===== src/bigMulPkg.sv =====
package bigMulPkg;

	////////////////////////////////////////////////////////////////////////////
	// Datapath widths
	////////////////////////////////////////////////////////////////////////////
	localparam int OperandWidth = 256;
	localparam int LimbWidth = 32;
	localparam int NumLimbs = OperandWidth / LimbWidth;
	localparam int ProductWidth = 2 * OperandWidth;

	////////////////////////////////////////////////////////////////////////////
	// Queue depths and credits
	////////////////////////////////////////////////////////////////////////////
	localparam int InQueueDepth = 4;
	localparam int OutQueueDepth = 4;
	localparam int SinkCredits = 2;

	// Wide enough for running credit totals, not only the live counters
	localparam int CreditWidth = 16;

	typedef logic [OperandWidth-1:0] operandT;
	typedef logic [LimbWidth-1:0] limbT;
	typedef logic [ProductWidth-1:0] productT;
	typedef logic [CreditWidth-1:0] creditT;

	// One queue entry on the input side
	typedef struct packed {
		operandT multiplicand;
		operandT multiplier;
	} operandPairT;

endpackage


===== src/queueIf.sv =====
`timescale 1ns/1ns

// Push/pop handshake between a queue and its two neighbours
interface queueIf #(
	parameter type payloadT = logic
) ();

	// Producer side
	logic push;
	payloadT pushData;
	logic full;

	// Consumer side
	logic pop;
	payloadT popData;
	logic empty;

	modport producer (
		output push,
		output pushData,
		input full
	);

	modport consumer (
		output pop,
		input popData,
		input empty
	);

	modport queue (
		input push,
		input pushData,
		output full,
		input pop,
		output popData,
		output empty
	);

endinterface


===== src/resultIssue.sv =====
`timescale 1ns/1ns

module resultIssue (
	input logic clk,
	input logic rst,
	queueIf.consumer res,
	input logic outCredit,
	output logic outValid,
	output bigMulPkg::productT outProduct
);

	import bigMulPkg::*;

	creditT credits;
	logic send;

	// Send only against a credit held from the sink
	assign send = !res.empty && (credits != '0);
	assign res.pop = send;

	always_ff @(posedge clk) begin
		if (rst) begin
			credits <= creditT'(SinkCredits);
			outValid <= 1'b0;
		end else begin
			credits <= credits + creditT'(outCredit) - creditT'(send);
			outValid <= send;
		end
	end

	always_ff @(posedge clk) begin
		if (send) begin
			outProduct <= res.popData;
		end
	end

endmodule


===== src/flat_wrapper.sv =====
// flat-port wrapper written by rule: the top's interface ports become plain ports
module resultIssue_flat import bigMulPkg::*;
  (clk, rst, outCredit, outValid, outProduct, res_pop, res_popData, res_empty);
  queueIf res_i ();
  input logic clk;
  input logic rst;
  input logic outCredit;
  output logic outValid;
  output bigMulPkg::productT outProduct;
  output wire logic [$bits(res_i.pop)-1:0] res_pop;
  input wire logic [$bits(res_i.popData)-1:0] res_popData;
  input wire logic [$bits(res_i.empty)-1:0] res_empty;
  assign res_pop = res_i.pop;
  assign res_i.popData = res_popData;
  assign res_i.empty = res_empty;
  resultIssue u_core (.clk(clk), .rst(rst), .res(res_i), .outCredit(outCredit), .outValid(outValid), .outProduct(outProduct));
endmodule

===== config.mk =====
export PLATFORM = sky130hd
export DESIGN_NAME = resultIssue_flat
export DESIGN_NICKNAME = d
export VERILOG_FILES = /design/src/bigMulPkg.sv /design/src/queueIf.sv /design/src/resultIssue.sv /design/src/flat_wrapper.sv
export SDC_FILE = /design/constraint.sdc
export NUM_CORES = 1
export LEC_CHECK = 0
export ABC_AREA = 0
export BUFFER_PORTS_ARGS = -buffer_cell sky130_fd_sc_hd__buf_2
export CAP_MARGIN = 20
export CORE_AREA = 2 2 204 206
export DETAILED_ROUTE_END_ITERATION = 7
export DIE_AREA = 0 0 206 208
export MAX_ROUTING_LAYER = met4
export PLACE_DENSITY = 0.35
export SETUP_SLACK_MARGIN = 0.3
export SLEW_MARGIN = 15
export SYNTH_ARGS = -nofsm -noshare
export SYNTH_HDL_FRONTEND = slang
export SYNTH_SLANG_ARGS = --single-unit

===== constraint.sdc =====
create_clock -name clk -period 4.3 [get_ports clk]
set_input_delay 0.215 -clock clk [delete_from_list [all_inputs] [get_ports clk]]
set_output_delay 0.215 -clock clk [all_outputs]
set_load 0.05 [all_outputs]

==> reports/metrics.csv, run 1 <==
metric,value,unit
global-route wire length before repair,6906,µm
Synth top area share,72.98,%
min-delay src,res_popData,
Port Buffers,7,
GRT Resource Usage Total,1.980,%
die height,208,µm
Placed Area,4028,µm²
CP startpoint kind,flop,
clk sinks,18,
Area contributors post-synth,"buf_4 (73%), dfxtp_1 (6.5%), ha_1 (5.5%), inv_1 (1.6%), nor2_1 (1.4%)",
Yosys reg bits,18,
worst vdd ir,0.0001616,V
unrepaired setup endpoints after global routing,no,
Hold Crit Class,primary input to flop,
Filler Cell Count,4728,
Worst Path Max Fanout,5,
top_reg_cell synth,dfxtp_1,
worst hold endpoint,u_core.outProduct[0],
mapped cell area,5256,µm²
DRT Wirelength,5765,µm
vias per inst,1.969,
initial detailed-routing violation count,40,
R2R Setup Slk,0.96,ns
Hold Buf Count CTS,0,
Syn Area/Cell,7.707,µm²
# diodes,0,
Pleak,2.396,nW
Critical Path RT,4.43,ns
TNS Setup,0,ns
DRT Pass-1 Iters,4,
ys async rst share,0,%
Final Max Slew Viols,0,
Routed Antenna Nets,0,
CTS root buffer,clkbuf_16,
vias in the first global route,1371,
io pins,519,
worst r2r path cells,15,
status,"complete, no violations",
fin area,4116,µm²
DIE WIDTH,206,µm
Tcrit/Tclk final,77.69,%
CP endpoint kind,flop,
f_max,0.2993,GHz
estimated wirelength of the detail-placed design,5305,µm
layout cell share with drive strength beyond 1,2.174,%
GR Overflow Total,0,
pin count of the biggest net entering global routing,23,
power density over the cells,605.2,nW/µm²
Final Skew,0.003020,ns
final core occ,10.15,%
WP data arrival,3.48,ns
Syn-to-layout area delta,-21.69,%
Post-CTS Setup Inserts,0,
H-tree depth,1,
yosys warns,0,
Initial Util,12.96,%
cell taking the most area after synthesis,buf_4,
CTS tree,done,
Post-synth EDFFs,1,
antenna violations before repair,1,
clock buffer count from CTS,3,
global placer's final weighted congestion,0.7030,
count of final setup violators,0,
core footprint,40550,µm²
sequential-to-total area share from yosys stat,7.046,%
hold path depth,1,
FP Rows,74,
Final Hold Vio Count,0,
Avg WL per Cell,4.718,µm
Worst-path clk slew,0.06,ns
FF-to-FF End,u_core.credits[14],
worst r2r src,u_core.credits[5],
Final #Nets,720,
Die Area,42850,µm²
kind of critical path,flop to flop,
Max Root-Sink Buffers,2,
post-cts resize count,0,
latest clock arrival within the worst-skew pair,0.25,ns
Max-cap violations,0,
via count,2406,
final worst path period need,3.341,ns
DRC errors left,0,
"Distinct cells, synth",39,
Post-Synthesis Cells,682,
## routing by layer
metal	routed length [µm]	track usage, %	part of all wire (%)	vias up
met5	0	-	0	-
met4	68	0.8128	1.2	0
met3	855	0.1410	15	4
met2	3167	3.888	55	258
met1	1674	1.979	29	1038
li1	-	-	-	1106
## sequential cells by signal, indices dropped and copies added, names as in the netlist
| register | flops |
|---|---|
| u_core.outValid | 1 |
| u_core.credits | 16 |
| u_core.outProduct | 1 |
## final cells by class
class | instances | area [µm²] | share of cell area [%]
multi-input cells | 639 | 2874 | 69.82
repair buffers | 7 | 35.03 | 0.8511
flip-flops and latches | 18 | 370.4 | 8.997
well taps | 532 | 665.6 | 16.17
clock buffers | 4 | 88.84 | 2.158
inverters | 22 | 82.58 | 2.006
## synth_stat cells, drive strengths merged (2+ instances only)
cell type and instances:
or2 2, dfxtp 17, nor3 5, inv 22, mux2 5, ha 23
o21ai 7, a21o 4, nand3 3, nand2b 8, buf 511, o211ai 2
o21bai 3, a21oi 14, nand2 4, nor2 19, xnor2 4, clkbuf 2
o31a 3, nor2b 9
## how the worst max path moves through the flow
stage	to	startpoint	cells after the start	slack, ns
floorplan	u_core.credits[14]	u_core.credits[2]	15	0.72
global placement	u_core.credits[14]	u_core.credits[8]	15	0.96
detailed placement	u_core.credits[14]	u_core.credits[5]	15	0.95
CTS	u_core.credits[14]	u_core.credits[5]	15	0.92
global route	u_core.credits[14]	u_core.credits[8]	15	0.69
finish	u_core.credits[14]	u_core.credits[5]	15	0.96
## critical path: stages (launching register included)
cell	delay [ns]
dfxtp_1	0.32
inv_1	0.08
ha_1	0.17
nand4_1	0.08
nor4_1	0.32
nor2_1	0.13
ha_1	0.30
inv_1	0.05
ha_1	0.16
inv_1	0.05
fa_1	0.36
and2b_1	0.24
o211a_1	0.24
o21ai_0	0.13
o221a_1	0.28
mux2_1	0.30
## where the power goes
part	internal (W)	switching, W	total, W
registers	0.000236	0.0000343	0.000270
clock network	0.000142	0.0000676	0.000209
logic	0.000469	0.00154	0.00201
total	0.000846	0.00164	0.00249
## per-stage QoR
step / hold WS [ns] / setup slack, ns / std cells / power (W)
finish: 0.1408 / 0.9593 / 1222 / 0.002491
global route: 0.1415 / 0.6939 / 1222 / 0.002695
CTS: 0.1346 / 0.9214 / 1222 / 0.002510
detailed placement: 0.3988 / 0.9475 / 1218 / 0.002283
global placement: 0.3993 / 0.9555 / 1218 / 0.002292
floorplan: 0.2943 / 0.7173 / 1192 / 0.002427
## placed cells by master (no fill, tap or decap), types with 2 or more instances in the layout
cell	instances
nor3_1	5
or2_1	2
nand2b_1	7
dfxtp_1	17
nor2b_1	9
o21bai_1	3
a21oi_1	14
xnor2_1	4
inv_1	22
nand2_1	4
mux2_1	3
o211ai_1	2
clkbuf_16	3
ha_1	23
buf_2	7
o31a_1	3
a21o_1	4
nand3_1	3
nor2_1	19
conb_1	511
o21ai_0	6
## cell families after synthesis
logic type	synth area share [%]
AO/OA/AOI/OAI	5.023
adder cells (fa/ha/maj)	5.856
AND/OR/NAND/NOR	5.499
flip-flops	7.046
buffers and inverters	74.70
other	0.07134
XOR/XNOR	0.6664
multiplexers	1.142
Power figures use the tool's default switching activity.
==> run 2: changes to the inputs <==
Settings changed: CORE_AREA 2 2 204 206 to 2 2 203 205, DIE_AREA 0 0 206 208 to 0 0 205 207, PLACE_DENSITY 0.35 to 0.37.
Clock period 4.3 ns to 2.8 ns, I/O delays scaled along.
==> reports/metrics.csv, run 2 (synthesis results as in run 1) <==
metric,value,unit,change
antenna violations before repair,0,,-1
vias per inst,2.004,,+1.8%
GRT Resource Usage Total,2.424,%,+0.44 points
register cell area after layout,382.9,µm²,+3.4%
DRC errors left,0,,unchanged
Largest register FFs,16,,unchanged
failing checks,negative setup slack,,
Final #Nets,753,,+4.6%
vias in the first global route,1520,,+11%
"commonest cells after routing, fill and taps aside","conb_1 (511), buf_4 (31), nor2_1 (18)",,
clock buffer count from CTS,3,,unchanged
Clk network pwr share,6.8,%,-1.6 points
worst vdd ir,0.0002887,V,+79%
CP endpoint kind,flop,,
f_max,0.3431,GHz,+15%
placed insts,1243,,+2.1%
Worst-path clk slew,0.06,ns,about the same
status,finished with violations,,
H-tree depth,1,,unchanged
Top Registers,"u_core.credits x16, u_core.outProduct x1, u_core.outValid x1",,
Max-cap violations,0,,unchanged
Pleak,2.575,nW,+7.5%
Worst Path Max Fanout,2,,-3
clk sinks,18,,unchanged
fin cells,1255,,+2.7%
estimated wirelength of the detail-placed design,5582,µm,+5.2%
Sw Share,61.37,%,-4.7 points
Critical Path RT,2.94,ns,-1.49 ns
WP data arrival,3.05,ns,-0.43 ns
io pins,519,,unchanged
Routed Antenna Nets,0,,unchanged
Gate power share,83.4,%,+2.6 points
Final Hold Vio Count,0,,unchanged
DR top layer,met4,,
via count,2515,,+4.5%
power density over the cells,972.7,nW/µm²,+61%
latest clock arrival within the worst-skew pair,0.25,ns,about the same
GR Overflow Total,0,,unchanged
Largest Register,u_core.credits,,
final setup margin,-0.1143,ns,-1.074 ns
unrepaired setup endpoints after global routing,yes,,
WL met2,3338,µm,+5.4%
CTS root buffer,clkbuf_16,,
Port Buffers,7,,unchanged
Max Root-Sink Buffers,2,,unchanged
initial detailed-routing violation count,24,,-40%
M1 WL,1999,µm,+19%
kind of critical path,flop to flop,,
Initial Util,13.02,%,+0.059 points
"most common cell after layout, fill and taps aside",conb_1,,
DRT Wirelength,6312,µm,+9.5%
DRT Pass-1 Iters,4,,unchanged
final worst path period need,2.914,ns,-0.4263 ns
Avg WL per Cell,5.029,µm,+6.6%
sequential share of power,9.8,%,-1.0 points
# diodes,0,,unchanged
Filler Cell Count,4718,,-0.21%
DIE WIDTH,205,µm,-0.49%
pin count of the biggest net entering global routing,23,,unchanged
Tcrit/Tclk final,104.1,%,+26 points
global-route wire length before repair,7859,µm,+14%
Hold Crit Class,primary input to flop,,
final core occ,11.24,%,+1.1 points
die height,207,µm,-0.48%
Final Max Slew Viols,0,,unchanged
count of final setup violators,5,,+5
core footprint,40370,µm²,-0.46%
Final Skew,0.004637,ns,+0.001617 ns
global placer's final weighted congestion,0.6778,,-3.6%
Syn-to-layout area delta,-13.66,%,
Die Area,42440,µm²,-0.96%
FP Rows,74,,unchanged
Overall Power,0.004414,W,+77%
cell internal pwr,0.001705,W,+100%
CTS tree,done,,
Hold WS,0.06111,ns,-0.07967 ns
Psw,0.002709,W,+65%
layout cell share with drive strength beyond 1,13.00,%,+11 points
metal3 WL,840,µm,-1.8%
Multi-input gate area,3035,µm²,+5.6%
CP startpoint kind,flop,,
[run 2: cell types whose count changed in the layout (fill, tap and decap cells not counted), moves of 3 or more]
cell	before	now
buf_4	0	31
inv_1	22	6
inv_2	0	15
dfxtp_1	17	7
dfxtp_2	0	10
ha_1	23	13
ha_4	0	7
ha_2	0	3
mux2_4	1	4
o21ai_2	0	3
[run 2: routing by layer]
| layer | up-vias | GRT usage, % |
|---|---|---|
| li1 | 1172 | - |
| met1 | 1109 | 2.470 |
| met2 | 230 | 4.147 |
| met3 | 4 | 0.5664 |
| met4 | 0 | 1.563 |
| met5 | - | - |
[run 2: repair_timing]
action,in CTS,in global routing
pin swaps,12,10
hold buffers,0,0
buffers inserted,4,4
setup endpoints to repair,11,12
resized for setup,16,9
[run 2: power by group through the flow]
stage	registers, W	clock network [W]	logic (W)
4_1_cts	0.000430	0.000319	0.00358
6_report	0.000434	0.000300	0.00368
5_1_grt	0.000448	0.000326	0.00397
3_5_place_dp	0.000429	0	0.00343
3_3_place_gp	0.000432	0	0.00344
2_1_floorplan	0.000429	0	0.00343
[run 2: cell type report]
type / count / area share, %
Timing Repair Buffer: 40 / 6.396
Sequential cell: 18 / 8.437
Tap cell: 532 / 14.67
Clock buffer: 4 / 1.737
Inverter: 22 / 1.875
Multi-Input combinational cell: 639 / 66.89
[run 2: path summary, 6_finish.rpt]
check,cells after the start,to,start,slack (ns)
max,15,u_core.credits[14],u_core.credits[11],-0.11
min,1,u_core.outProduct[0],res_popData,0.06
max reg2reg,15,u_core.credits[14],u_core.credits[11],-0.11
min reg2reg,4,u_core.credits[7],u_core.credits[7],0.72
[run 2: worst max-delay path, stage by stage, from the launching register on]
cell and delay (ns):
dfxtp_2 0.32, inv_2 0.07, ha_4 0.15, nand2_4 0.06
nor4_4 0.33, nor2_4 0.07, ha_4 0.22, inv_4 0.05
ha_4 0.13, inv_2 0.03, fa_2 0.32, and2b_1 0.22
o211a_1 0.21, o21ai_2 0.07, o221a_1 0.26, mux2_4 0.29
[run 2: per-stage QoR]
stage / setup TNS, ns / setup WS, ns / instance area [µm²]
after floorplan: -0.1553 / -0.1553 / 7282
after global placement: -0.3433 / -0.1121 / 4327
after detailed placement: -0.5794 / -0.1771 / 4327
after CTS: -0.4138 / -0.1626 / 4474
after global routing: -0.9369 / -0.2446 / 4538
final: -0.2690 / -0.1143 / 4538
