[config.mk]
export PLATFORM = sky130hd
export DESIGN_NAME = creditQueue_flat
export DESIGN_NICKNAME = d
export VERILOG_FILES = /design/src/queueIf.sv /design/src/creditQueue.sv /design/src/flat_wrapper.sv
export SDC_FILE = /design/constraint.sdc
export NUM_CORES = 1
export LEC_CHECK = 0
export BUFFER_PORTS_ARGS = -buffer_cell sky130_fd_sc_hd__buf_2
export CORE_AREA = 4 4 43 45
export DETAILED_ROUTE_END_ITERATION = 7
export DIE_AREA = 0 0 47 49
export GPL_ROUTABILITY_DRIVEN = 0
export GPL_TIMING_DRIVEN = 0
export SYNTH_ARGS = -nofsm -noshare
export SYNTH_HDL_FRONTEND = slang
export SYNTH_SLANG_ARGS = --single-unit
[constraint.sdc]
create_clock -name clk -period 4.69 [get_ports clk]
set_clock_uncertainty 0.05 [all_clocks]
set_input_delay 0.7035 -clock clk [delete_from_list [all_inputs] [get_ports clk]]
set_output_delay 0.7035 -clock clk [all_outputs]
set_load 0.1 [all_outputs]
[src/queueIf.sv]
`timescale 1ns/1ns

// Push/pop handshake between a queue and its two neighbours
interface queueIf #(
	parameter type payloadT = logic
) ();

	// Producer side
	logic push;
	payloadT pushData;
	logic full;

	// Consumer side
	logic pop;
	payloadT popData;
	logic empty;

	modport producer (
		output push,
		output pushData,
		input full
	);

	modport consumer (
		output pop,
		input popData,
		input empty
	);

	modport queue (
		input push,
		input pushData,
		output full,
		input pop,
		output popData,
		output empty
	);

endinterface

[src/creditQueue.sv]
`timescale 1ns/1ns

module creditQueue #(
	parameter type payloadT = logic,
	parameter int Depth = 4
) (
	input logic clk,
	input logic rst,
	queueIf.queue q,
	output logic popPulse
);

	localparam int PtrWidth = (Depth > 1) ? $clog2(Depth) : 1;
	localparam int CountWidth = $clog2(Depth + 1);

	payloadT mem [Depth];
	logic [PtrWidth-1:0] rdPtr;
	logic [PtrWidth-1:0] wrPtr;
	logic [CountWidth-1:0] count;
	logic doPush;
	logic doPop;

	// Pointer step with wrap, Depth need not be a power of two
	function automatic logic [PtrWidth-1:0] nextPtr(input logic [PtrWidth-1:0] ptr);
		logic [PtrWidth-1:0] result;
		if (ptr == PtrWidth'(Depth - 1)) begin
			result = '0;
		end else begin
			result = ptr + 1'b1;
		end
		return result;
	endfunction

	assign doPush = q.push && !q.full;
	assign doPop = q.pop && !q.empty;

	assign q.full = (count == CountWidth'(Depth));
	assign q.empty = (count == '0);
	assign q.popData = mem[rdPtr];

	// One pulse per entry leaving, returned upstream as a credit
	assign popPulse = doPop;

	always_ff @(posedge clk) begin
		if (doPush) begin
			mem[wrPtr] <= q.pushData;
		end
	end

	always_ff @(posedge clk) begin
		if (rst) begin
			rdPtr <= '0;
			wrPtr <= '0;
			count <= '0;
		end else begin
			if (doPush) begin
				wrPtr <= nextPtr(wrPtr);
			end
			if (doPop) begin
				rdPtr <= nextPtr(rdPtr);
			end
			case ({doPush, doPop})
				2'b10: count <= count + 1'b1;
				2'b01: count <= count - 1'b1;
				default: count <= count;
			endcase
		end
	end

endmodule

[src/flat_wrapper.sv]
// flat-port wrapper written by rule: the top's interface ports become plain ports
module creditQueue_flat 
#(
	parameter type payloadT = logic,
	parameter int Depth = 4
)
  (clk, rst, popPulse, q_push, q_pushData, q_full, q_pop, q_popData, q_empty);
  queueIf #(.payloadT(payloadT)) q_i ();
  input logic clk;
  input logic rst;
  output logic popPulse;
  input wire logic [$bits(q_i.push)-1:0] q_push;
  input wire logic [$bits(q_i.pushData)-1:0] q_pushData;
  output wire logic [$bits(q_i.full)-1:0] q_full;
  input wire logic [$bits(q_i.pop)-1:0] q_pop;
  output wire logic [$bits(q_i.popData)-1:0] q_popData;
  output wire logic [$bits(q_i.empty)-1:0] q_empty;
  assign q_i.push = q_push;
  assign q_i.pushData = q_pushData;
  assign q_full = q_i.full;
  assign q_i.pop = q_pop;
  assign q_popData = q_i.popData;
  assign q_empty = q_i.empty;
  creditQueue #(.payloadT(payloadT), .Depth(Depth)) u_core (.clk(clk), .rst(rst), .q(q_i), .popPulse(popPulse));
endmodule
==> key figures, run 1 <==
Run status
  • Status: finished clean

Yosys
  • Sequential area share after synthesis: 0.469
  • Netlist cell types: 25
  • Seq cells post-synth: 13
  • Cell Area, Synth: 641 um^2
  • Synthesized instance count: 59
  • Syn_nets: 71
  • Synthesized area per cell: 10.9 um^2
  • Warnings, synthesis: 0

Timing
  • Setup total negative slack: 0 ns
  • Worst Max-Slew Pin Slew: 0.506 ns
  • WHS: 0.451 ns
  • RSZ-0062 raised after global routing: false
  • Setup violations, final: 0
  • Minimum clock period after layout: roughly 2.5 ns
  • Hold Violations, Final: 0
  • Fin crit share: 0.536
  • Fmax: 0.398 GHz
  • Max-slew headroom: 0.660
  • Slew Limit Fails: 0

Detailed routing
  • DRT Wirelength: approximately 900 um
  • DRT iter0 DRCs: 6
  • DR vias/cell: around 5.0
  • Routed WL per cell: 10.5 um
  • Vias: 426
  • # DRC: 0
  • Antenna Nets Post-Route: 0
  • Pre-antenna DRT Iters: 2

Clock network
  • Setup Buffers After CTS: 0
  • Post_cts resized: 0
  • Root buffer selected by CTS: clkbuf_4
  • Hold Buf Count CTS: 0
  • Reg clk slew, reported paths: 0.07 ns
  • CTS tree: built
  • Skew-Pair Late Insertion Delay: ~0.27 ns
  • Clock Path Buffers: 2
  • H-tree Lvls: 1
  • TritonCTS Buffers: 3
  • CTS Sinks: 13

Place
  • HPWL Detailed: approximately 720 um
  • Number of port buffers: 7
  • Placed cells: just over 80

Final layout
  • Layout Nets: 83
  • Fill cells: ~160
  • Area occupied by multi-input gates: 295 um^2
  • N_diodes: 0
  • Commonest non-fill, non-tap cell in the layout: dfxtp_1
  • Final Util: 0.491
  • FF/Latch Area: 300 um^2
  • Area Growth Syn to Fin: 12.7%
  • Layout cells sized above 1: 0.243
  • Layout Cells excl Fill: 86
  • Most frequent cells in the layout: dfxtp_1, inv_1, buf_2, ha_1

Critical path
  • Slowest CP cell: or3_2
  • Crit path max fanout: 9
  • R2r startpoint: u_core.count[2]$_SDFFE_PP0P_
  • CP Data Arrival Time: approximately 2.7 ns
  • Crit path required time: 4.84 ns
  • Crit. Startpoint: u_core.count[2]$_SDFFE_PP0P_
  • Worst Setup End Kind: flip-flop
  • Critical Path Source Type: flip-flop
  • Top cell by count, worst path: inv_1
  • CP Class: reg2reg
  • CP Cell Sequence: or3b_1, buf_6, and2_4, inv_1, ha_1, inv_1, fa_1, xor2_1, or3_2, a21oi_1
  • Delay of the slowest critical-path stage: 0.41 ns

Global routing
  • Initial antenna violation count: 0
  • Via count of the first global-routing pass: ~400
  • Total GRT Usage: 0.104
  • GR Overflow Total: 0
  • Largest net degree at the start of global routing: 10
  • First-pass GRT wire length: roughly 1.7 mm

Min path
  • Hold Crit Class: reg2reg
  • Hold wc startpoint: u_core.rdPtr[0]$_SDFFE_PP0P_

Run
  • Max_cap viols: 0

Die
  • Initial Util: 0.435
  • I/O Pins: 9
  • Die area: about 2300 um^2
  • Die X-Extent: roughly 47 um
  • Core ar.: 1470 um^2
  • Die height: 49 um
  • Site Rows: 14
==> final timing paths <==
kind | end | slack, ns | cells after the start
worst max-delay path | u_core.count[2]$_SDFFE_PP0P_ | 2.18 | 10
worst min-delay path | u_core.rdPtr[0]$_SDFFE_PP0P_ | 0.45 | 2
worst max register to register | u_core.count[2]$_SDFFE_PP0P_ | 2.18 | 10
worst min register to register | u_core.rdPtr[0]$_SDFFE_PP0P_ | 0.45 | 2
==> layer usage <==
metal,up-vias,global-route usage,part of all wire
met5,-,0,0
met2,6,0.136,0.46
li1,225,-,-
met3,2,0.0664,0.050
met4,0,0.0415,0.011
met1,193,0.134,0.47
==> synth_stat cells <==
master | n | share of area
o31ai_2 | 1 | 0.020
nand2_1 | 1 | 0.0059
o21ai_0 | 1 | 0.0078
and3_2 | 2 | 0.023
o31ai_1 | 1 | 0.012
and3_1 | 2 | 0.020
dfxtp_1 | 9 | 0.28
a21o_1 | 1 | 0.012
nor3_1 | 2 | 0.016
inv_1 | 8 | 0.047
nand3_1 | 2 | 0.016
mux2i_1 | 1 | 0.016
mux4_2 | 1 | 0.035
and2_4 | 1 | 0.014
ha_1 | 6 | 0.12
nor2_1 | 4 | 0.023
or3_2 | 1 | 0.012
or3_1 | 1 | 0.0098
fa_1 | 1 | 0.031
clkbuf_1 | 1 | 0.0059
a21oi_1 | 4 | 0.031
xor2_1 | 2 | 0.027
or3b_1 | 1 | 0.014
edfxtp_1 | 4 | 0.19
buf_6 | 1 | 0.018
==> metrics by stage <==
step	setup WS, ns	cell area [um^2]
2_1_floorplan	1.53	641
3_3_place_gp	2.19	696
3_5_place_dp	2.17	696
4_1_cts	2.15	722
5_1_grt	2.04	722
6_report	2.18	722
==> critical path: cells and delay by family (launching register included) <==
kind | cells | cell delay, ns
buffers and inverters | 3 | 0.26
XOR/XNOR | 1 | 0.15
AO/OA/AOI/OAI | 1 | 0.14
AND/OR/NAND/NOR | 3 | 0.94
adder cells (fa/ha/maj) | 2 | 0.54
flip-flops | 1 | 0.38
==> final cells by class <==
type | instances | area share
Clock buffer | 4 | 0.0364
Buffer | 2 | 0.0208
Multi-Input combinational cell | 36 | 0.409
Timing Repair Buffer | 7 | 0.0485
Inverter | 8 | 0.0416
Tap cell | 16 | 0.0277
Sequential cell | 13 | 0.416
==> cell families (layout without fill, tap and decap cells) <==
| group | Yosys count | after routing | synth area share |
|---|---|---|---|
| buffers and inverters | 10 | 21 | 0.0703 |
| and+or+nand+nor | 17 | 17 | 0.152 |
| AOI/OAI and AO/OA | 8 | 8 | 0.0820 |
| muxes | 2 | 2 | 0.0508 |
| DFF | 13 | 13 | 0.469 |
| adders and majority gates | 7 | 7 | 0.148 |
| xor gates and xnor gates | 2 | 2 | 0.0273 |
Power of run 1 is not shown: default switching activity piles up to over one toggle a cycle in this logic, so the estimate is an artifact.
==> run 2, diff against run 1 <==
==> constraint.sdc (replaced) <==
create_clock -name clk -period 2.5 [get_ports clk]
set_clock_uncertainty 0.05 [all_clocks]
set_input_delay 0.375 -clock clk [delete_from_list [all_inputs] [get_ports clk]]
set_output_delay 0.375 -clock clk [all_outputs]
set_load 0.1 [all_outputs]
==> run 2 against run 1 <==
  * First-iteration DRC count is 50% lower
  * Non-clock buffer count increased by 5
  * Worst setup slack worse by 2.1 ns
  * Routed wire length increased by 24%
  * Count of clock-buffer cells in the layout is the same
  * Utilization increased by 3.9 points
  * Die area did not move
==> key figures, run 2 (same netlist as run 1, synthesis figures left out) <==
Global routing
  • Total GRT Usage: 0.105 (+0.00127)
  • First-pass GRT wire length: 1.69 mm (-0.82%)
  • Via count of the first global-routing pass: 420 (+2.7%)
  • GR Overflow Total: 0 (unchanged)
  • Initial antenna violation count: 0 (unchanged)
  • Largest net degree at the start of global routing: 10 (unchanged)

Timing
  • Setup total negative slack: 0 ns (unchanged)
  • Worst Max-Slew Pin Slew: 0.553 ns (+0.0476 ns)
  • Fmax: 0.410 GHz (+3.0%)
  • Slew Limit Fails: 0 (unchanged)
  • WHS: 0.277 ns (-0.174 ns)
  • Fin worst setup slack: 0.0600 ns (-2.12 ns)
  • Setup violations, final: 0 (unchanged)
  • Max-slew headroom: 0.628 (-0.0320)
  • Hold Violations, Final: 0 (unchanged)
  • Minimum clock period after layout: 2.44 ns (-0.0724 ns)
  • Fin crit share: 0.976 (+0.440)

Clock network
  • CTS Sinks: 13 (unchanged)
  • TritonCTS Buffers: 3 (unchanged)
  • Root buffer selected by CTS: clkbuf_4
  • Reg clk slew, reported paths: 0.07 ns (about the same)
  • H-tree Lvls: 1 (unchanged)
  • Skew-Pair Late Insertion Delay: 0.27 ns (about the same)
  • CTS tree: built
  • Clock Path Buffers: 2 (unchanged)
  • Hold Buf Count CTS: 0 (unchanged)

Run status
  • Status: finished clean

Critical path
  • Crit path max fanout: 6 (-3)
  • Slowest CP cell: or3_2
  • Top cell by count, worst path: inv_1
  • Crit path required time: 2.65 ns (-2.19 ns)
  • CP Class: reg2reg
  • CP Cell Sequence: or3b_1, buf_6, and2_4, inv_1, ha_2, inv_1, fa_2, xor2_1, or3_2, a21oi_2
  • Largest delay contributor family on the critical path: simple AND/OR/NAND/NOR gates
  • Critical Path Source Type: flip-flop
  • CP Data Arrival Time: 2.59 ns (-0.08 ns)
  • Delay of the slowest critical-path stage: 0.43 ns (+0.02 ns)
  • Buffers plus inverters on the worst setup path: 3 (unchanged)
  • Worst Setup End Kind: flip-flop

Final layout
  • Layout Nets: 88 (+6.0%)
  • Layout cells sized above 1: 0.400 (+0.157)
  • N_diodes: 0 (unchanged)
  • Layout Cells excl Fill: 91 (+5.8%)
  • Most frequent cells in the layout: inv_1, buf_2, dfxtp_1, ha_1, buf_4
  • Area Growth Syn to Fin: 21.7%

Power and ir drop
  • Switching Fraction: 0.494
  • P_sw: 491 uW
  • Clk pwr share: 0.125
  • Seq pwr share: 0.307
  • Gate power share: 0.568
  • PD cells: ~1300 nW/um^2
  • P_int: 503 uW
  • Max VDD drop: 0.757 mV
  • LEAKAGE: 0.355 nW

Detailed routing
  • Pre-antenna DRT Iters: 4 (+2)
  • DRT iter0 DRCs: 3 (-3)
  • DRT Wirelength: 1.12 mm (+24%)
  • DR vias/cell: 5.05 (+2.0%)
  • Antenna Nets Post-Route: 0 (unchanged)
  • Routed WL per cell: 12.3 um (+17%)
  • # DRC: 0 (unchanged)
  • Vias: 460 (+8.0%)

Die
  • Die area: 2300 um^2 (unchanged)
  • Die height: 49 um (unchanged)
  • Die X-Extent: 47 um (unchanged)
  • Initial Util: 0.435 (unchanged)
  • I/O Pins: 9 (unchanged)
  • Core ar.: 1470 um^2 (unchanged)
  • Site Rows: 14 (unchanged)

Place
  • HPWL Detailed: 780 um (+8.5%)
  • Place WS: -0.0266 ns (-2.19 ns)
  • Placed cells: 82 (unchanged)
  • Number of port buffers: 7 (unchanged)

Min path
  • Hold Crit Class: in2reg

Run
  • Max_cap viols: 0 (unchanged)
-- run 2: power by group through the flow --
stage                     Sequential (mW)  Combinational, mW  Clock [mW]
after global placement              0.315              0.494           0
final                               0.305              0.565       0.125
after floorplan                     0.305              0.438           0
after CTS                           0.306              0.536       0.131
after detailed placement            0.317              0.501           0
after global routing                0.313              0.614       0.144
-- run 2: through the flow --
step / cell area (um^2) / power [mW] / util
2_1_floorplan: 646 / 0.742 / -
5_1_grt: 779 / 1.07 / 0.530
3_3_place_gp: 701 / 0.809 / 0.476
4_1_cts: 753 / 0.973 / 0.512
3_5_place_dp: 701 / 0.818 / 0.476
6_report: 779 / 0.995 / 0.530
-- run 2: final timing paths --
| path | startpoint | to | slack, ns | cells past startpoint |
|---|---|---|---|---|
| worst max-delay path | u_core.count[0]$_SDFFE_PP0P_ | u_core.count[2]$_SDFFE_PP0P_ | 0.06 | 10 |
| worst min-delay path | q_pushData | u_core.mem[3]$_DFFE_PP_ | 0.28 | 1 |
| worst max register to register | u_core.count[0]$_SDFFE_PP0P_ | u_core.count[2]$_SDFFE_PP0P_ | 0.06 | 10 |
| worst min register to register | u_core.rdPtr[0]$_SDFFE_PP0P_ | u_core.rdPtr[0]$_SDFFE_PP0P_ | 0.44 | 2 |
-- run 2: what timing repair did --
action / CTS / global route
endpoints found under the setup margin: 1 / 1
gates resized for setup: 6 / 1
buffers inserted: 2 / 3
pin swaps: 0 / 1
hold endpoints to repair: 0 / 0
cloned: 0 / 0
-- run 2: layer usage --
| layer | global-route usage | wire length, um | up-vias | share of wire |
|---|---|---|---|---|
| met1 | 0.115 | 437 | 224 | 0.39 |
| li1 | - | - | 231 | - |
| met5 | 0 | 0 | - | 0 |
| met2 | 0.172 | 642 | 5 | 0.57 |
| met4 | 0.0138 | 0 | 0 | 0 |
| met3 | 0.0664 | 37 | 0 | 0.033 |
-- run 2: layout make-up --
cell class / count / area [um^2]
Multi-Input combinational cell: 36 / 309
Fill cell: 144 / 692
Inverter: 8 / 30.0
Sequential cell: 13 / 307
Timing Repair Buffer: 12 / 72.6
Clock buffer: 4 / 26.3
Buffer: 2 / 15.0
Tap cell: 16 / 20.0
Power figures use the tool's default switching activity.
==> run 3, diff against run 2 <==
--- a/config.mk
+++ b/config.mk
@@ -5,12 +5,16 @@
 export SDC_FILE = /design/constraint.sdc
 export NUM_CORES = 1
 export LEC_CHECK = 0
+export ABC_AREA = 1
 export BUFFER_PORTS_ARGS = -buffer_cell sky130_fd_sc_hd__buf_2
-export CORE_AREA = 4 4 43 45
+export CELL_PAD_IN_SITES_DETAIL_PLACEMENT = 2
+export CELL_PAD_IN_SITES_GLOBAL_PLACEMENT = 2
+export CORE_AREA = 4 4 52 54
 export DETAILED_ROUTE_END_ITERATION = 7
-export DIE_AREA = 0 0 47 49
+export DIE_AREA = 0 0 56 58
 export GPL_ROUTABILITY_DRIVEN = 0
 export GPL_TIMING_DRIVEN = 0
+export PLACE_DENSITY_LB_ADDON = 0.1
 export SYNTH_ARGS = -nofsm -noshare
 export SYNTH_HDL_FRONTEND = slang
 export SYNTH_SLANG_ARGS = --single-unit
==> run 3 against run 2 <==
  * Cell area fell by 0.64%
  * Utilization fell by 18 points
  * Synthesized cell count rose by 41%
  * Via count rose by 19%
  * Sequential cell count did not move
  * Critical path type is now reg2out
  * Largest cell class is now flip-flops and latches
==> key figures, run 3 <==
Critical path
  • CP Cell Sequence: inv_1, nand2_2, nand2_2, inv_1, buf_2
  • RR Endpoint: u_core.count[2]$_SDFFE_PP0P_
  • Worst Setup End Kind: primary output
  • FF-to-FF setup slack: 0.64 ns (+0.58 ns)
  • Buffers plus inverters on the worst setup path: 3 (unchanged)
  • CP Class: reg2out
  • Critical Path Source Type: flip-flop
  • R2r startpoint: u_core.count[0]$_SDFFE_PP0P_
  • Delay of the slowest critical-path stage: 0.43 ns (about the same)
  • Crit path required time: 2.08 ns (-0.57 ns)
  • CP Data Arrival Time: 1.44 ns (-1.15 ns)
  • Worst reg2reg path depth: 12 (+2)
  • Largest delay contributor family on the critical path: buffers and inverters
  • Crit path max fanout: 4 (-2)
  • Slowest CP cell: buf_2

Die
  • Die height: 58 um (+18%)
  • Core ar.: 2210 um^2 (+50%)
  • Initial Util: 0.304 (-0.132)
  • I/O Pins: 9 (unchanged)
  • Die area: 3250 um^2 (+41%)
  • Die X-Extent: 56 um (+19%)
  • Site Rows: 17 (+3)

Yosys
  • Asr flop ratio synth: 0 (unchanged)
  • Warnings, synthesis: 0 (unchanged)
  • Synth area leaders: dfxtp_1, edfxtp_1, ha_1, inv_1, nor2_1
  • Syn_nets: 95 (+34%)
  • Netlist cell types: 14 (-44%)
  • Sequential area share after synthesis: 0.447 (-0.0218)
  • Top cell type's share of synthesized area: 0.268 (-0.0131)
  • Cell taking the most area after synthesis: dfxtp_1
  • Count leader, synth: inv_1
  • Cell Area, Synth: 672 um^2 (+4.9%)
  • Main flop type after synthesis: dfxtp_1
  • Synthesized area per cell: 8.10 um^2 (-25%)
  • Synthesized instance count: 83 (+41%)
  • Seq cells post-synth: 13 (unchanged)
  • Post-synth EDFFs: 4 (unchanged)
  • Synth cell count leaders: inv_1, nor2_1, nand2_1, dfxtp_1, ha_1

Timing
  • Slew Limit Fails: 0 (unchanged)
  • Hold Violations, Final: 0 (unchanged)
  • Minimum clock period after layout: 1.86 ns (-0.576 ns)
  • Fmax: 0.536 GHz (+31%)
  • Setup total negative slack: 0 ns (unchanged)
  • Fin crit share: 0.746 (-0.230)
  • Max-slew headroom: 0.678 (+0.0505)
  • Setup violations, final: 0 (unchanged)
  • RSZ-0062 raised after global routing: false
  • Worst Max-Slew Pin Slew: 0.486 ns (-0.0677 ns)

Detailed routing
  • DR vias/cell: 4.46 (-12%)
  • DRT Wirelength: 1.39 mm (+25%)
  • Routed WL per cell: 11.3 um (-7.7%)
  • Pre-antenna DRT Iters: 2 (-2)
  • DRT iter0 DRCs: 6 (+3)
  • Antenna Nets Post-Route: 0 (unchanged)
  • Vias: 548 (+19%)
  • # DRC: 0 (unchanged)

Min path
  • Hold Path End: u_core.mem[3]$_DFFE_PP_
  • Hold path cells: 1 (unchanged)
  • Hold Crit Class: in2reg
  • Hold wc startpoint: q_pushData

Place
  • Number of port buffers: 8 (+1)
  • HPWL Detailed: 1.14 mm (+47%)

Clock network
  • Clock Path Buffers: 2 (unchanged)
  • CTS tree: built
  • TritonCTS Buffers: 3 (unchanged)
  • H-tree Lvls: 1 (unchanged)
  • CTS Sinks: 13 (unchanged)
  • Hold Buf Count CTS: 0 (unchanged)
  • Setup Buffers After CTS: 0 (-2)
  • Skew-Pair Late Insertion Delay: 0.28 ns (about the same)
  • Root buffer selected by CTS: clkbuf_4
  • Post_cts resized: 0 (-6)
  • Reg clk slew, reported paths: 0.09 ns (+0.02 ns)

Final layout
  • Area Growth Syn to Fin: 15.3%
  • Layout cells sized above 1: 0.168 (-0.232)
  • N_diodes: 0 (unchanged)
  • Most frequent cells in the layout: inv_1, nor2_1, nand2_1, dfxtp_1, buf_2
  • Commonest non-fill, non-tap cell in the layout: inv_1
  • Fill cells: 265 (+84%)
  • Layout Nets: 108 (+23%)

Run status
  • Status: finished clean

Global routing
  • Initial antenna violation count: 0 (unchanged)
  • GR Overflow Total: 0 (unchanged)
  • Via count of the first global-routing pass: 598 (+42%)
  • Largest net degree at the start of global routing: 9 (-1)
  • First-pass GRT wire length: 2.49 mm (+47%)
  • Total GRT Usage: 0.100 (-0.00488)

Run
  • Max_cap viols: 0 (unchanged)
[run 3: cell count changes after synthesis, moves of 2 or more]
| cell | change |
|---|---|
| nor2_1 | +10 |
| o21ai_0 | +4 |
| and3_1 | -2 |
| nor3_1 | -2 |
| inv_1 | +11 |
| nand3b_1 | +2 |
| and3_2 | -2 |
| nand2_2 | +3 |
| xor2_1 | -2 |
| nand2_1 | +10 |
[run 3: final cells by class]
type	count	area, um^2	share of cell area
flip-flops and latches	13	300	0.388
multi-input cells	51	300	0.388
inverters	19	71.3	0.0921
repair buffers	8	40.0	0.0517
well taps	28	35.0	0.0452
clock buffers	3	22.5	0.0291
clock inverters	1	5.00	0.00646
[run 3: cells by family after synthesis]
| family | count (synthesis) | share of synthesized area |
|---|---|---|
| and+or+nand+nor | 34 | 0.231 |
| buffers and inverters | 19 | 0.106 |
| DFF | 13 | 0.447 |
| AOI/OAI and AO/OA | 10 | 0.0745 |
| adders and majority gates | 7 | 0.142 |
[run 3: per-stage QoR]
| stage | instance area (um^2) | utilization | hold WS (ns) | instances | setup slack, ns |
|---|---|---|---|---|---|
| after floorplan | 672 | - | 0.424 | 83 | 0.193 |
| after global placement | 747 | 0.338 | 0.481 | 119 | 0.644 |
| after detailed placement | 747 | 0.338 | 0.498 | 119 | 0.622 |
| after CTS | 774 | 0.350 | 0.251 | 123 | 0.598 |
| after global routing | 774 | 0.350 | 0.234 | 123 | 0.422 |
| final | 774 | 0.350 | 0.258 | 123 | 0.636 |
[run 3: worst max-delay path by stage]
stage | cells past startpoint | from | end
3_5_place_dp | 12 | u_core.count[0]$_SDFFE_PP0P_ | u_core.count[2]$_SDFFE_PP0P_
6_report | 5 | u_core.count[2]$_SDFFE_PP0P_ | popPulse
3_3_place_gp | 12 | u_core.count[0]$_SDFFE_PP0P_ | u_core.count[2]$_SDFFE_PP0P_
4_1_cts | 11 | u_core.count[0]$_SDFFE_PP0P_ | u_core.count[2]$_SDFFE_PP0P_
5_1_grt | 11 | u_core.count[1]$_SDFFE_PP0P_ | u_core.count[2]$_SDFFE_PP0P_
2_1_floorplan | 13 | u_core.count[2]$_SDFFE_PP0P_ | u_core.count[2]$_SDFFE_PP0P_
[run 3: per-layer routing]
layer,vias up,track usage,routed length [um]
met3,4,0.0290,58
met5,-,0,0
met1,256,0.107,617
li1,277,-,-
met4,0,0.0508,21
met2,11,0.180,696
Power of run 3 is left out for the same reason.
